===== src/hw/cpuPkg.sv =====
package cpuPkg;

	//////////////////////////////////////////////////////////////////////
	// Widths
	//////////////////////////////////////////////////////////////////////

	typedef logic [15:0] word_t;
	typedef logic [17:0] instr_t;
	typedef logic [3:0]  regSel_t;
	typedef logic [15:0] dataAddr_t;
	typedef logic [9:0]  imm_t;
	typedef logic [7:0]  portAddr_t;

	localparam int NumRegs = 16;

	// Address bit that selects the output port instead of the data RAM
	localparam int OutPortBit = 15;

	//////////////////////////////////////////////////////////////////////
	// Instruction set
	//////////////////////////////////////////////////////////////////////

	// Register operations come first, MOV is the last of them
	typedef enum logic [3:0] {
		ADD   = 4'd0,
		SUB   = 4'd1,
		AND   = 4'd2,
		OR    = 4'd3,
		XOR   = 4'd4,
		SHL   = 4'd5,
		SHR   = 4'd6,
		MOV   = 4'd7,
		LDI   = 4'd8,
		ADDI  = 4'd9,
		LOAD  = 4'd10,
		STORE = 4'd11,
		BR    = 4'd12,
		HALT  = 4'd13
	} opcode_e;

	typedef struct packed {
		regSel_t    src;
		logic [5:0] pad;
	} srcField_t;

	// Source register and immediate share the low ten bits
	typedef union packed {
		srcField_t r;
		imm_t      imm;
	} operand_t;

	typedef struct packed {
		opcode_e  opcode;
		regSel_t  dst;
		operand_t arg;
	} fields_t;

	// BR condition, taken from dst[1:0]
	typedef enum logic [1:0] {
		COND_ALWAYS = 2'd0,
		COND_ZERO   = 2'd1,
		COND_CARRY  = 2'd2,
		COND_NEG    = 2'd3
	} condCode_e;

	typedef enum logic [2:0] {
		ALU_ADD, ALU_SUB, ALU_AND, ALU_OR, ALU_XOR, ALU_SHL, ALU_SHR, ALU_MOV
	} aluOp_e;

	//////////////////////////////////////////////////////////////////////
	// Bundles and state machines
	//////////////////////////////////////////////////////////////////////

	typedef struct packed {
		logic zero;
		logic carry;
		logic negative;
	} flags_t;

	typedef struct packed {
		logic      valid;
		logic      write;
		dataAddr_t addr;
		word_t     wdata;
		regSel_t   dst;
	} memReq_t;

	typedef struct packed {
		logic    enable;
		regSel_t dst;
		word_t   data;
	} regWrite_t;

	typedef struct packed {
		portAddr_t port;
		word_t     data;
	} outWrite_t;

	typedef enum logic {RUN, HALTED} fetchState_e;

	typedef enum logic [1:0] {IDLE, LOADWAIT, OUTWAIT} memState_e;

endpackage


===== src/hw/alu.sv =====
`timescale 1ns/1ps

module alu (
	input  cpuPkg::word_t  a,
	input  cpuPkg::word_t  b,
	input  cpuPkg::aluOp_e op,
	output cpuPkg::word_t  result,
	output cpuPkg::flags_t flags
);

	logic carryOut;

	always_comb begin
		result   = '0;
		carryOut = 1'b0;
		case (op)
			cpuPkg::ALU_ADD: begin
				{carryOut, result} = {1'b0, a} + {1'b0, b};
			end
			cpuPkg::ALU_SUB: begin
				// Carry set means no borrow
				result   = a - b;
				carryOut = (a >= b);
			end
			cpuPkg::ALU_AND: begin
				result = a & b;
			end
			cpuPkg::ALU_OR: begin
				result = a | b;
			end
			cpuPkg::ALU_XOR: begin
				result = a ^ b;
			end
			// Single-bit shifts of a, carry takes the bit shifted out
			cpuPkg::ALU_SHL: begin
				result   = {a[14:0], 1'b0};
				carryOut = a[15];
			end
			cpuPkg::ALU_SHR: begin
				result   = {1'b0, a[15:1]};
				carryOut = a[0];
			end
			cpuPkg::ALU_MOV: begin
				result = b;
			end
			default: begin
				result = a;
			end
		endcase
	end

	assign flags.zero     = (result == '0);
	assign flags.carry    = carryOut;
	assign flags.negative = result[15];

endmodule


===== src/hw/controlUnit.sv =====
`timescale 1ns/1ps

module controlUnit (
	input  logic              CLK_50MHZ,
	input  logic              reset,
	input  cpuPkg::instr_t    instruction,
	input  cpuPkg::word_t     pc,
	input  logic              halted,
	input  logic              stall,
	input  cpuPkg::word_t     rdA,
	input  cpuPkg::word_t     rdB,
	input  cpuPkg::word_t     aluResult,
	input  cpuPkg::flags_t    aluFlags,
	input  cpuPkg::regWrite_t loadWb,
	output cpuPkg::aluOp_e    aluOp,
	output cpuPkg::word_t     opA,
	output cpuPkg::word_t     opB,
	output cpuPkg::regWrite_t regWr,
	output cpuPkg::regSel_t   srcA,
	output cpuPkg::regSel_t   srcB,
	output cpuPkg::memReq_t   memReq,
	output logic              branchTaken,
	output cpuPkg::word_t     branchTarget,
	output logic              haltReq
);

	cpuPkg::fields_t   fields;
	cpuPkg::word_t     immZero;
	cpuPkg::word_t     immSigned;
	cpuPkg::flags_t    flagReg;
	cpuPkg::condCode_e cond;
	cpuPkg::regWrite_t decodedWr;
	logic              isRegOp;
	logic              isAddi;
	logic              isLdi;
	logic              isLoad;
	logic              isStore;
	logic              condMet;

	//////////////////////////////////////////////////////////////////////
	// Decode
	//////////////////////////////////////////////////////////////////////

	assign fields    = cpuPkg::fields_t'(instruction);
	assign immZero   = cpuPkg::word_t'(fields.arg.imm);
	assign immSigned = {{6{fields.arg.imm[9]}}, fields.arg.imm};

	// Relies on ADD..MOV being the lowest opcodes
	assign isRegOp = (fields.opcode <= cpuPkg::MOV);
	assign isAddi  = (fields.opcode == cpuPkg::ADDI);
	assign isLdi   = (fields.opcode == cpuPkg::LDI);
	assign isLoad  = (fields.opcode == cpuPkg::LOAD);
	assign isStore = (fields.opcode == cpuPkg::STORE);

	always_comb begin
		case (fields.opcode)
			cpuPkg::SUB: aluOp = cpuPkg::ALU_SUB;
			cpuPkg::AND: aluOp = cpuPkg::ALU_AND;
			cpuPkg::OR:  aluOp = cpuPkg::ALU_OR;
			cpuPkg::XOR: aluOp = cpuPkg::ALU_XOR;
			cpuPkg::SHL: aluOp = cpuPkg::ALU_SHL;
			cpuPkg::SHR: aluOp = cpuPkg::ALU_SHR;
			cpuPkg::MOV: aluOp = cpuPkg::ALU_MOV;
			default:     aluOp = cpuPkg::ALU_ADD;
		endcase
	end

	// dst is both the first operand and the destination
	assign srcA = fields.dst;
	assign srcB = fields.arg.r.src;
	assign opA  = rdA;
	assign opB  = isAddi ? immZero : rdB;

	//////////////////////////////////////////////////////////////////////
	// Flags and branch
	//////////////////////////////////////////////////////////////////////

	always_ff @(posedge CLK_50MHZ) begin
		if (reset) begin
			flagReg <= '0;
		end else if ((isRegOp || isAddi) && !halted && !stall) begin
			flagReg <= aluFlags;
		end
	end

	assign cond = cpuPkg::condCode_e'(fields.dst[1:0]);

	always_comb begin
		case (cond)
			cpuPkg::COND_ZERO:  condMet = flagReg.zero;
			cpuPkg::COND_CARRY: condMet = flagReg.carry;
			cpuPkg::COND_NEG:   condMet = flagReg.negative;
			default:            condMet = 1'b1;
		endcase
	end

	assign branchTaken  = (fields.opcode == cpuPkg::BR) && condMet && !halted;
	assign branchTarget = pc + 16'd1 + immSigned;
	assign haltReq      = (fields.opcode == cpuPkg::HALT) && !halted;

	//////////////////////////////////////////////////////////////////////
	// Memory request and writeback
	//////////////////////////////////////////////////////////////////////

	// STORE addresses through dst, LOAD through src
	assign memReq.valid = (isLoad || isStore) && !halted;
	assign memReq.write = isStore;
	assign memReq.addr  = isStore ? rdA : rdB;
	assign memReq.wdata = rdB;
	assign memReq.dst   = fields.dst;

	// LOAD and STORE decode no write of their own
	assign decodedWr.enable = (isRegOp || isAddi || isLdi) && !halted && !stall;
	assign decodedWr.dst    = fields.dst;
	assign decodedWr.data   = isLdi ? immZero : aluResult;

	// Pending load wins over the decoded write
	always_comb begin
		if (loadWb.enable) begin
			regWr = loadWb;
		end else begin
			regWr = decodedWr;
		end
	end

endmodule


===== src/hw/cpuTop.sv =====
`timescale 1ns/1ps

module cpuTop #(
	parameter int DataDepth = 256
) (
	input  logic              CLK_50MHZ,
	input  logic              reset,
	input  cpuPkg::instr_t    instruction,
	input  logic              outReady,
	output cpuPkg::word_t     instAddr,
	output logic              outValid,
	output cpuPkg::outWrite_t outData,
	output logic              halted
);

	// Fetch and control
	logic              stall;
	logic              branchTaken;
	cpuPkg::word_t     branchTarget;
	logic              haltReq;

	// Datapath
	cpuPkg::aluOp_e    aluOp;
	cpuPkg::word_t     opA;
	cpuPkg::word_t     opB;
	cpuPkg::word_t     aluResult;
	cpuPkg::flags_t    aluFlags;
	cpuPkg::regSel_t   srcA;
	cpuPkg::regSel_t   srcB;
	cpuPkg::word_t     rdA;
	cpuPkg::word_t     rdB;
	cpuPkg::regWrite_t regWr;

	// Memory side
	cpuPkg::memReq_t   memReq;
	cpuPkg::regWrite_t loadWb;

	fetchUnit u_fetchUnit (
		.CLK_50MHZ(CLK_50MHZ), .reset(reset), .stall(stall),
		.branchTaken(branchTaken), .branchTarget(branchTarget), .haltReq(haltReq),
		.instAddr(instAddr), .halted(halted)
	);

	controlUnit u_controlUnit (
		.CLK_50MHZ(CLK_50MHZ), .reset(reset), .instruction(instruction),
		.pc(instAddr), .halted(halted), .stall(stall), .rdA(rdA), .rdB(rdB),
		.aluResult(aluResult), .aluFlags(aluFlags), .loadWb(loadWb),
		.aluOp(aluOp), .opA(opA), .opB(opB), .regWr(regWr), .srcA(srcA), .srcB(srcB),
		.memReq(memReq), .branchTaken(branchTaken), .branchTarget(branchTarget),
		.haltReq(haltReq)
	);

	alu u_alu (
		.a(opA), .b(opB), .op(aluOp), .result(aluResult), .flags(aluFlags)
	);

	registerFile u_registerFile (
		.CLK_50MHZ(CLK_50MHZ), .reset(reset), .wr(regWr),
		.selA(srcA), .selB(srcB), .rdA(rdA), .rdB(rdB)
	);

	memoryController #(
		.DataDepth(DataDepth)
	) u_memoryController (
		.CLK_50MHZ(CLK_50MHZ), .reset(reset), .req(memReq), .outReady(outReady),
		.loadWb(loadWb), .stall(stall), .outValid(outValid), .outData(outData)
	);

endmodule


===== src/hw/fetchUnit.sv =====
`timescale 1ns/1ps

module fetchUnit (
	input  logic          CLK_50MHZ,
	input  logic          reset,
	input  logic          stall,
	input  logic          branchTaken,
	input  cpuPkg::word_t branchTarget,
	input  logic          haltReq,
	output cpuPkg::word_t instAddr,
	output logic          halted
);

	cpuPkg::word_t       pc;
	cpuPkg::word_t       pcNext;
	cpuPkg::fetchState_e state;

	assign pcNext = branchTaken ? branchTarget : pc + 16'd1;

	always_ff @(posedge CLK_50MHZ) begin
		if (reset) begin
			pc    <= '0;
			state <= cpuPkg::RUN;
		end else begin
			case (state)
				cpuPkg::RUN: begin
					// HALT freezes the pc on its own address
					if (haltReq) begin
						state <= cpuPkg::HALTED;
					end else if (!stall) begin
						pc <= pcNext;
					end
				end
				// Sticky until reset
				cpuPkg::HALTED: state <= cpuPkg::HALTED;
				default: state <= cpuPkg::RUN;
			endcase
		end
	end

	assign instAddr = pc;
	assign halted   = (state == cpuPkg::HALTED);

endmodule


===== src/hw/memoryController.sv =====
`timescale 1ns/1ps

module memoryController #(
	parameter int DataDepth = 256
) (
	input  logic              CLK_50MHZ,
	input  logic              reset,
	input  cpuPkg::memReq_t   req,
	input  logic              outReady,
	output cpuPkg::regWrite_t loadWb,
	output logic              stall,
	output logic              outValid,
	output cpuPkg::outWrite_t outData
);

	localparam int IndexBits = $clog2(DataDepth);

	cpuPkg::word_t        ram [DataDepth];
	cpuPkg::memState_e    state;
	logic [IndexBits-1:0] ramIndex;
	cpuPkg::regSel_t      loadDst;
	cpuPkg::word_t        loadData;
	logic                 toPort;
	logic                 accept;

	assign ramIndex = IndexBits'(req.addr % DataDepth);
	assign toPort   = req.addr[cpuPkg::OutPortBit];

	// Requests are only taken in IDLE, the held instruction repeats them
	assign accept = (state == cpuPkg::IDLE) && req.valid;

	//////////////////////////////////////////////////////////////////////
	// Handshake FSM
	//////////////////////////////////////////////////////////////////////

	always_ff @(posedge CLK_50MHZ) begin
		if (reset) begin
			state <= cpuPkg::IDLE;
		end else begin
			case (state)
				cpuPkg::IDLE: begin
					if (accept && !req.write) begin
						state <= cpuPkg::LOADWAIT;
					end else if (accept && toPort) begin
						state <= cpuPkg::OUTWAIT;
					end
				end
				cpuPkg::LOADWAIT: state <= cpuPkg::IDLE;
				cpuPkg::OUTWAIT: begin
					if (outReady) begin
						state <= cpuPkg::IDLE;
					end
				end
				default: state <= cpuPkg::IDLE;
			endcase
		end
	end

	always_comb begin
		case (state)
			cpuPkg::IDLE:    stall = accept && (!req.write || toPort);
			cpuPkg::OUTWAIT: stall = !outReady;
			default:         stall = 1'b0;
		endcase
	end

	//////////////////////////////////////////////////////////////////////
	// Data RAM, load pipeline register and output holding register
	//////////////////////////////////////////////////////////////////////

	// Loads always read the RAM, bit 15 only steers stores
	always_ff @(posedge CLK_50MHZ) begin
		if (accept && req.write && !toPort) begin
			ram[ramIndex] <= req.wdata;
		end
		if (accept && !req.write) begin
			loadData <= ram[ramIndex];
			loadDst  <= req.dst;
		end
		if (accept && req.write && toPort) begin
			outData.port <= req.addr[7:0];
			outData.data <= req.wdata;
		end
	end

	assign loadWb.enable = (state == cpuPkg::LOADWAIT);
	assign loadWb.dst    = loadDst;
	assign loadWb.data   = loadData;
	assign outValid      = (state == cpuPkg::OUTWAIT);

endmodule


===== src/hw/registerFile.sv =====
`timescale 1ns/1ps

module registerFile (
	input  logic              CLK_50MHZ,
	input  logic              reset,
	input  cpuPkg::regWrite_t wr,
	input  cpuPkg::regSel_t   selA,
	input  cpuPkg::regSel_t   selB,
	output cpuPkg::word_t     rdA,
	output cpuPkg::word_t     rdB
);

	cpuPkg::word_t regs [cpuPkg::NumRegs];

	// One write port, written on the retiring edge
	always_ff @(posedge CLK_50MHZ) begin
		if (reset) begin
			for (int i = 0; i < cpuPkg::NumRegs; i++) begin
				regs[i] <= '0;
			end
		end else if (wr.enable) begin
			regs[wr.dst] <= wr.data;
		end
	end

	// Asynchronous reads
	assign rdA = regs[selA];
	assign rdB = regs[selB];

endmodule

===== config.mk =====
export PLATFORM = sky130hd
export DESIGN_NAME = cpuTop
export DESIGN_NICKNAME = d
export VERILOG_FILES = /design/src/hw/cpuPkg.sv /design/src/hw/alu.sv /design/src/hw/controlUnit.sv /design/src/hw/cpuTop.sv /design/src/hw/fetchUnit.sv /design/src/hw/memoryController.sv /design/src/hw/registerFile.sv
export SDC_FILE = /design/constraint.sdc
export NUM_CORES = 2
export LEC_CHECK = 0
export BUFFER_PORTS_ARGS = -buffer_cell sky130_fd_sc_hd__buf_2
export CAP_MARGIN = 20
export CORE_MARGIN = 1.5
export CORE_UTILIZATION = 50
export CTS_CLUSTER_DIAMETER = 60
export DETAILED_ROUTE_END_ITERATION = 6
export PLACE_DENSITY = 0.75
export SLEW_MARGIN = 20
export SYNTH_ARGS = -nofsm -noshare
export SYNTH_HDL_FRONTEND = slang
export SYNTH_MEMORY_MAX_BITS = 65536
export SYNTH_SLANG_ARGS = --single-unit

===== constraint.sdc =====
create_clock -name CLK_50MHZ -period 15.66 [get_ports CLK_50MHZ]
set_clock_uncertainty 0.15 [all_clocks]
set_input_delay 1.566 -clock CLK_50MHZ [delete_from_list [all_inputs] [get_ports CLK_50MHZ]]
set_output_delay 1.566 -clock CLK_50MHZ [all_outputs]
set_load 0.05 [all_outputs]

After elaboration in Yosys (flattened, before gate mapping)
Memories as Yosys holds them, arrays and structs flattened. A register that Yosys moved wholly into a read port is not among the register bits.
Cells that the tools add are included.
{"block": "op_classes", "add_sub_neg": 4, "n_reduce_logical": 30, "n_bitwise": 6, "eq_ne": 27, "mux": 26, "n_lt_le_gt_ge": 2}
{"op": "one-hot mux 16 bit (8 select lines)", "n": 1}
{"op": "2-to-1 mux 16 bit", "n": 5}
{"op": "equality test 4 bit (second input constant)", "n": 6}
{"op": "2-to-1 mux 21 bit", "n": 1}
{"op": "one-hot mux 3 bit (7 select lines)", "n": 1}
{"op": "adder 16 x 16 -> 17 bit", "n": 1}
{"op": "adder 16 x 1 -> 16 bit (second input constant)", "n": 1}
{"op": "adder 16 bit", "n": 1}
{"op": "AND 16 bit", "n": 1}
{"op": "equality test 4 x 3 -> 1 bit (second input constant)", "n": 4}
{"op": ">= comparator 16 bit", "n": 1}
{"op": "logical NOT 16 bit", "n": 1}
{"op": "bitwise OR 16 bit", "n": 1}
{"op": "OR reduction 16 bit", "n": 1}
{"op": "subtractor 16 bit", "n": 1}
{"op": "XOR 16 bit", "n": 1}
{"op": "logical AND 1 bit", "n": 15}
{"op": "equality test 3 bit (second input constant)", "n": 4}
{"op": "2-to-1 mux 1 bit", "n": 9}
{"op": "equality test 4 x 2 -> 1 bit (second input constant)", "n": 2}
{"op": "equality test 2 bit (second input constant)", "n": 3}
{"op": "equality test 3 x 2 -> 1 bit (second input constant)", "n": 2}
{"op": "2-to-1 mux 2 bit", "n": 3}
{"op": "logical NOT 1 bit", "n": 5}
{"op": "other kinds (17)", "n": 24}
{"block": "totals", "in_bits": 21, "out_inout_bits": 42, "elab_cells": 106, "n_memories": 2, "regBits": 50, "mem_bits_rw": 4352}
{"memory": "u_memoryController.ram", "words": 256, "word_bits": 16, "read_ports": 1, "rd_ports_with_merged_regs": 1, "wr": 1, "line_no": "memoryController.sv:18", "text": "cpuPkg::word_t ram [DataDepth];"}
{"memory": "u_registerFile.regs", "words": 16, "word_bits": 16, "read_ports": 2, "rd_ports_with_merged_regs": 0, "wr": 16, "line_no": "registerFile.sv:13", "text": "cpuPkg::word_t regs [cpuPkg::NumRegs];"}

Depth between registers and ports, before layout
{"block": "logic_depth", "depth_word": 14, "mapped_depth": 23, "mapped_depth_nobuf": 17}

Cells and area by module
Synthesis repeated with hierarchy kept, for this count alone.
{"block": "unflattened", "cells_unflattened": 8442, "hier_area_um2": 175789.8}
{"mod": "memoryController", "n_inst": 1, "cells_each": 6749, "seq_area_each_um2": 124359.3, "area_each_um2": 156306.2}
{"mod": "registerFile", "n_inst": 1, "cells_each": 859, "seq_area_each_um2": 7687.4, "area_each_um2": 13414.1}
{"mod": "alu", "n_inst": 1, "cells_each": 427, "seq_area_each_um2": 0.0, "area_each_um2": 2957.8}
{"mod": "controlUnit", "n_inst": 1, "cells_each": 265, "seq_area_each_um2": 60.1, "area_each_um2": 2015.7}
{"mod": "fetchUnit", "n_inst": 1, "cells_each": 142, "seq_area_each_um2": 340.3, "area_each_um2": 1096.1}

Worst setup path before layout
OpenSTA, ideal clock, no wires.
{"block": "synth_path", "kind": "input to register", "from": "in instruction[8]", "to": "mem u_registerFile.regs[0][15] in the netlist's numbering, data pin", "path_buffers": 5, "setup_time_ns": 0.265, "t_arrival_ns": 14.175, "required_ns": 15.245, "slack_ns": 1.070, "path_stages": 18, "cell_sequence": "clkbuf_1 -> clkbuf_1 -> clkbuf_1 -> mux2i_1 -> mux2i_1 -> ha_1 -> clkbuf_1 -> nor2_1 -> a22oi_1 -> a311oi_1 -> o21bai_1 -> a21oi_1 -> a221oi_1 -> mux2i_1 -> nor3_1 -> a22oi_1 -> clkbuf_1 -> nor2_1"}
{"item": "from (decl)", "line_no": "cpuTop.sv:8", "text": "input cpuPkg::instr_t instruction,"}
{"item": "to (decl)", "line_no": "registerFile.sv:13"}

==> reports/metrics.cfg <==
[status]
outcome = finished, violations left
violations = design-rule violations

[layout]
drive_above_1_share_pct = 15.0
final_util_pct = 56.2
nFillCells = 26000
multi_input_area_sq_um = 42500
area_growth_pct = 11.7
fin_area_sq_um = 199000
nets = 11600
final_cells = 16600
regArea_sq_um = 132000

[clock_network]
clk_latency_ns = 1.01
cts.sinks = 4418
clockBufferDepth = 4
holdBufCountCts = 0
clk_pin_slew_ns = 0.06
cts_max_level = 5
numCtsBuffers = 423
cts_root_buf = clkbuf_16
ctsResizeCount = 0
cts_setup_buffers = 0
cts_tree = built

[worst_setup_path]
crit_start = instruction[6]
worstRegToRegCells = 16
r2r_slack_ns = 7.81
r2r_end = u_memoryController.loadData[10]
cp_max_fo = 113
path_depth = 17
cp-end-kind = register
start_kind = input pin
path_class = in -> reg
crit_top_cell = buf_4
cpMaxStageDelayCell = nor4_1
critical_path.top_delay_family = buffers and inverters
critPathBufInv = 7
cp_cell_sequence = buf_4 > mux4_2 > mux4_4 > buf_4 > buf_12 > nand2_1 > a21boi_4 > inv_8 > buf_12 > buf_4 > buf_4 > mux4_2 > a22o_1 > a21oi_1 > a41oi_1 > nor4_1 > nand4_1
crit_required_ns = 16.15
rr_startpoint = u_registerFile.regs[2][0]
critPathMaxStageDelay_ns = 0.81
critPathCapture = u_memoryController.loadData[10]
crit_arrival_ns = 9.31

[die]
ioPinCount = 63
core_sq_um = 353000
die-area_sq_um = 360000
num_rows = 218
dieWidth_microns = 600
initial_core_util_pct = 50.4
die_h_microns = 600

[timing]
finalHoldViolations = 0
setup_viol = 0
clock.fmax_mhz = 113
slew_headroom_pct = 15.5
slew_violations = 0
setup_tns_ns = 0
hold_ws_ns = 0.347
tightest_slew_ns = 1.27
finalCriticalPeriod_ns = 8.83
fin_crit_sh_pct = 56.4
rsz0062_at_grt = no

[routing]
drt-vias-per-instance = 6.64
detail_route.wl_per_cell_microns = 31.1
drcViolationCount = 2
vias = 110000
drtIter0Drc = 18500
first_pass_iters = 6
routed_wirelength_mm = 515
drtAntennaViolNets = 0

[synth]
ys_ff_latch = 4418
synth-async-reset-ratio_pct = 0
synth_top_family_by_area = simple AND/OR/NAND/NOR gates
synth_seq_area_share_pct = 74.4
synth_compound_gate_area_share_pct = 6.42
synthCells = 11400
synth.distinct_cells = 77
synth_fa_ha_area_share_pct = 0.484
synth_warnings = 0
synth-simple-area-share_pct = 9.21
avgSynthCellArea_sq_um = 15.6
synth_ff_type = edfxtp_1
synthMuxAreaShare_pct = 7.32
synth_xor_area_share_pct = 0.138
synth_nets = 11500
syn_area_sq_um = 178000
synth-edff-count = 4396

[placement]
placedCellCount = 15800
place.gp.congestion = 0.919
portBuffers = 62
dp_hpwl_mm = 297
place_area_sq_um = 185000

[power]
vdd_ir_drop_max_v = 0.000113
p_leak_nw = 65.1
p_per_area_nw_per_um2 = 136

[flow_run]
drv_cap = 0

[global_routing]
grt_pass1_wl_mm = 735
antenna_found_initial = 33
overflow = 0
grt_pass1_vias = 107000
grt_max_degree = 177
grtUsageTotal_pct = 28.1

[hold_path]
hold_path_class = reg -> reg

## kinds of logic after synthesis
logic type | after synthesis
AO/OA/AOI/OAI | 1572
XOR/XNOR | 28
multiplexers | 629
buffers and inverters | 865
AND/OR/NAND/NOR | 3797
flip-flops | 4418
adder cells (fa/ha/maj) | 67
## Yosys cell counts (all sizes together) (6+ instances only)
cell type  instances  area share [%]
mux4             537             6.8
a311oi            12           0.059
ha                64            0.45
nand2           2047             4.3
nor4              27           0.095
or3                8           0.028
a31oi            441             1.5
nor2b              9           0.032
a41o              16           0.090
o31ai             19           0.080
a32oi            103            0.51
a221oi            46            0.23
and3             330             1.2
nand4             66            0.23
nor3              35            0.10
and2              15           0.053
o21ai             64            0.18
nand3            580             1.6
a21o              15           0.063
xor2              11           0.054
buf              275            0.79
o21bai             9           0.038
nand3b             6           0.025
a41oi             34            0.17
xnor2             17           0.084
o2111ai           69            0.34
inv               66            0.14
a22o             129            0.63
nand2b            37            0.13
a22oi            119            0.50
o211ai            22           0.093
dfxtp             22            0.25
clkbuf           523             1.1
edfxtp          4396              74
mux2i             85            0.48
mux2               7           0.044
a211oi           301             1.3
nor2             614             1.3
a21oi            121            0.34
a32o              15           0.084
## worst reg2reg max path, cell delays in order (launching register included)
cell	delay, ns
edfxtp_1	0.37
mux4_2	0.25
mux4_4	0.30
buf_4	0.45
buf_12	0.31
nand2_1	0.10
a21boi_4	0.23
inv_8	0.52
buf_12	0.57
buf_4	0.86
buf_4	0.84
mux4_2	0.67
a22o_1	0.25
a21oi_1	0.29
a41oi_1	0.35
nor4_1	0.81
nand4_1	0.19
## registers in the layout, indices dropped and copies added (netlist names)
| register | count |
|---|---|
| u_memoryController.loadData | 16 |
| u_memoryController.state | 2 |
| u_fetchUnit.instAddr | 16 |
| u_registerFile.regs | 256 |
| u_fetchUnit.halted | 1 |
| u_memoryController.ram | 4096 |
| u_controlUnit.flagReg | 3 |
| u_memoryController.outData | 24 |
| u_memoryController.loadDst | 4 |
## placed cells by master (no fill, tap or decap), drive strengths merged, types with 64 or more instances in the layout
cell	instances
edfxtp	4396
nand2	2047
nor2	614
nand3	580
mux4	537
buf	512
clkbuf	493
a31oi	441
and3	330
a211oi	301
clkinv	180
a22o	129
a21oi	121
a22oi	119
a32oi	103
inv	91
mux2i	85
o2111ai	69
nand4	66
ha	64
o21ai	64
## cell type report
type	instances	area share, %
clock inverter	268	1.47
antenna	11	0.0138
inverter	67	0.145
tap	4730	2.98
sequential	4418	66.6
multi-input combinational	6093	21.4
clock buffer	493	5.46
timing repair buffer	512	1.97
## per-stage QoR
| stage | power (mW) | setup slack (ns) |
|---|---|---|
| after floorplan | 15.7 | 1.07 |
| after global placement | 16.9 | 5.57 |
| after detailed placement | 17.0 | 5.44 |
| after CTS | 27.0 | 6.42 |
| after global routing | 27.7 | 6.31 |
| final | 27.1 | 6.83 |
## where the power goes
group | switching [mW] | leakage (nW) | internal, mW
logic | 2.56 | 18.0 | 0.923
registers | 0.0300 | 40.4 | 13.4
clock network | 4.46 | 6.71 | 5.80
total | 7.05 | 65.1 | 20.1
## per-layer routing
metal	part of all wire [%]	global-route usage, %	up-vias	wire length (microns)
met5	0.071	0.160	-	368
met3	14	8.24	1542	71800
met4	6.1	15.4	44	31300
met1	35	36.9	55200	179000
met2	45	42.4	8668	232000
li1	-	-	44700	-
## how the worst min path moves through the flow
stage | from | to | slack [ns] | cells after the start
6_report | u_controlUnit.flagReg[2] | u_controlUnit.flagReg[2] | 0.35 | 2
5_1_grt | u_controlUnit.flagReg[2] | u_controlUnit.flagReg[2] | 0.36 | 2
4_1_cts | u_controlUnit.flagReg[2] | u_controlUnit.flagReg[2] | 0.34 | 2
3_5_place_dp | u_controlUnit.flagReg[2] | u_controlUnit.flagReg[2] | 0.33 | 2
3_3_place_gp | u_controlUnit.flagReg[0] | u_controlUnit.flagReg[0] | 0.34 | 2
2_1_floorplan | u_controlUnit.flagReg[2] | u_controlUnit.flagReg[2] | 0.31 | 2
Note: power is estimated with default switching activity, not from simulation.
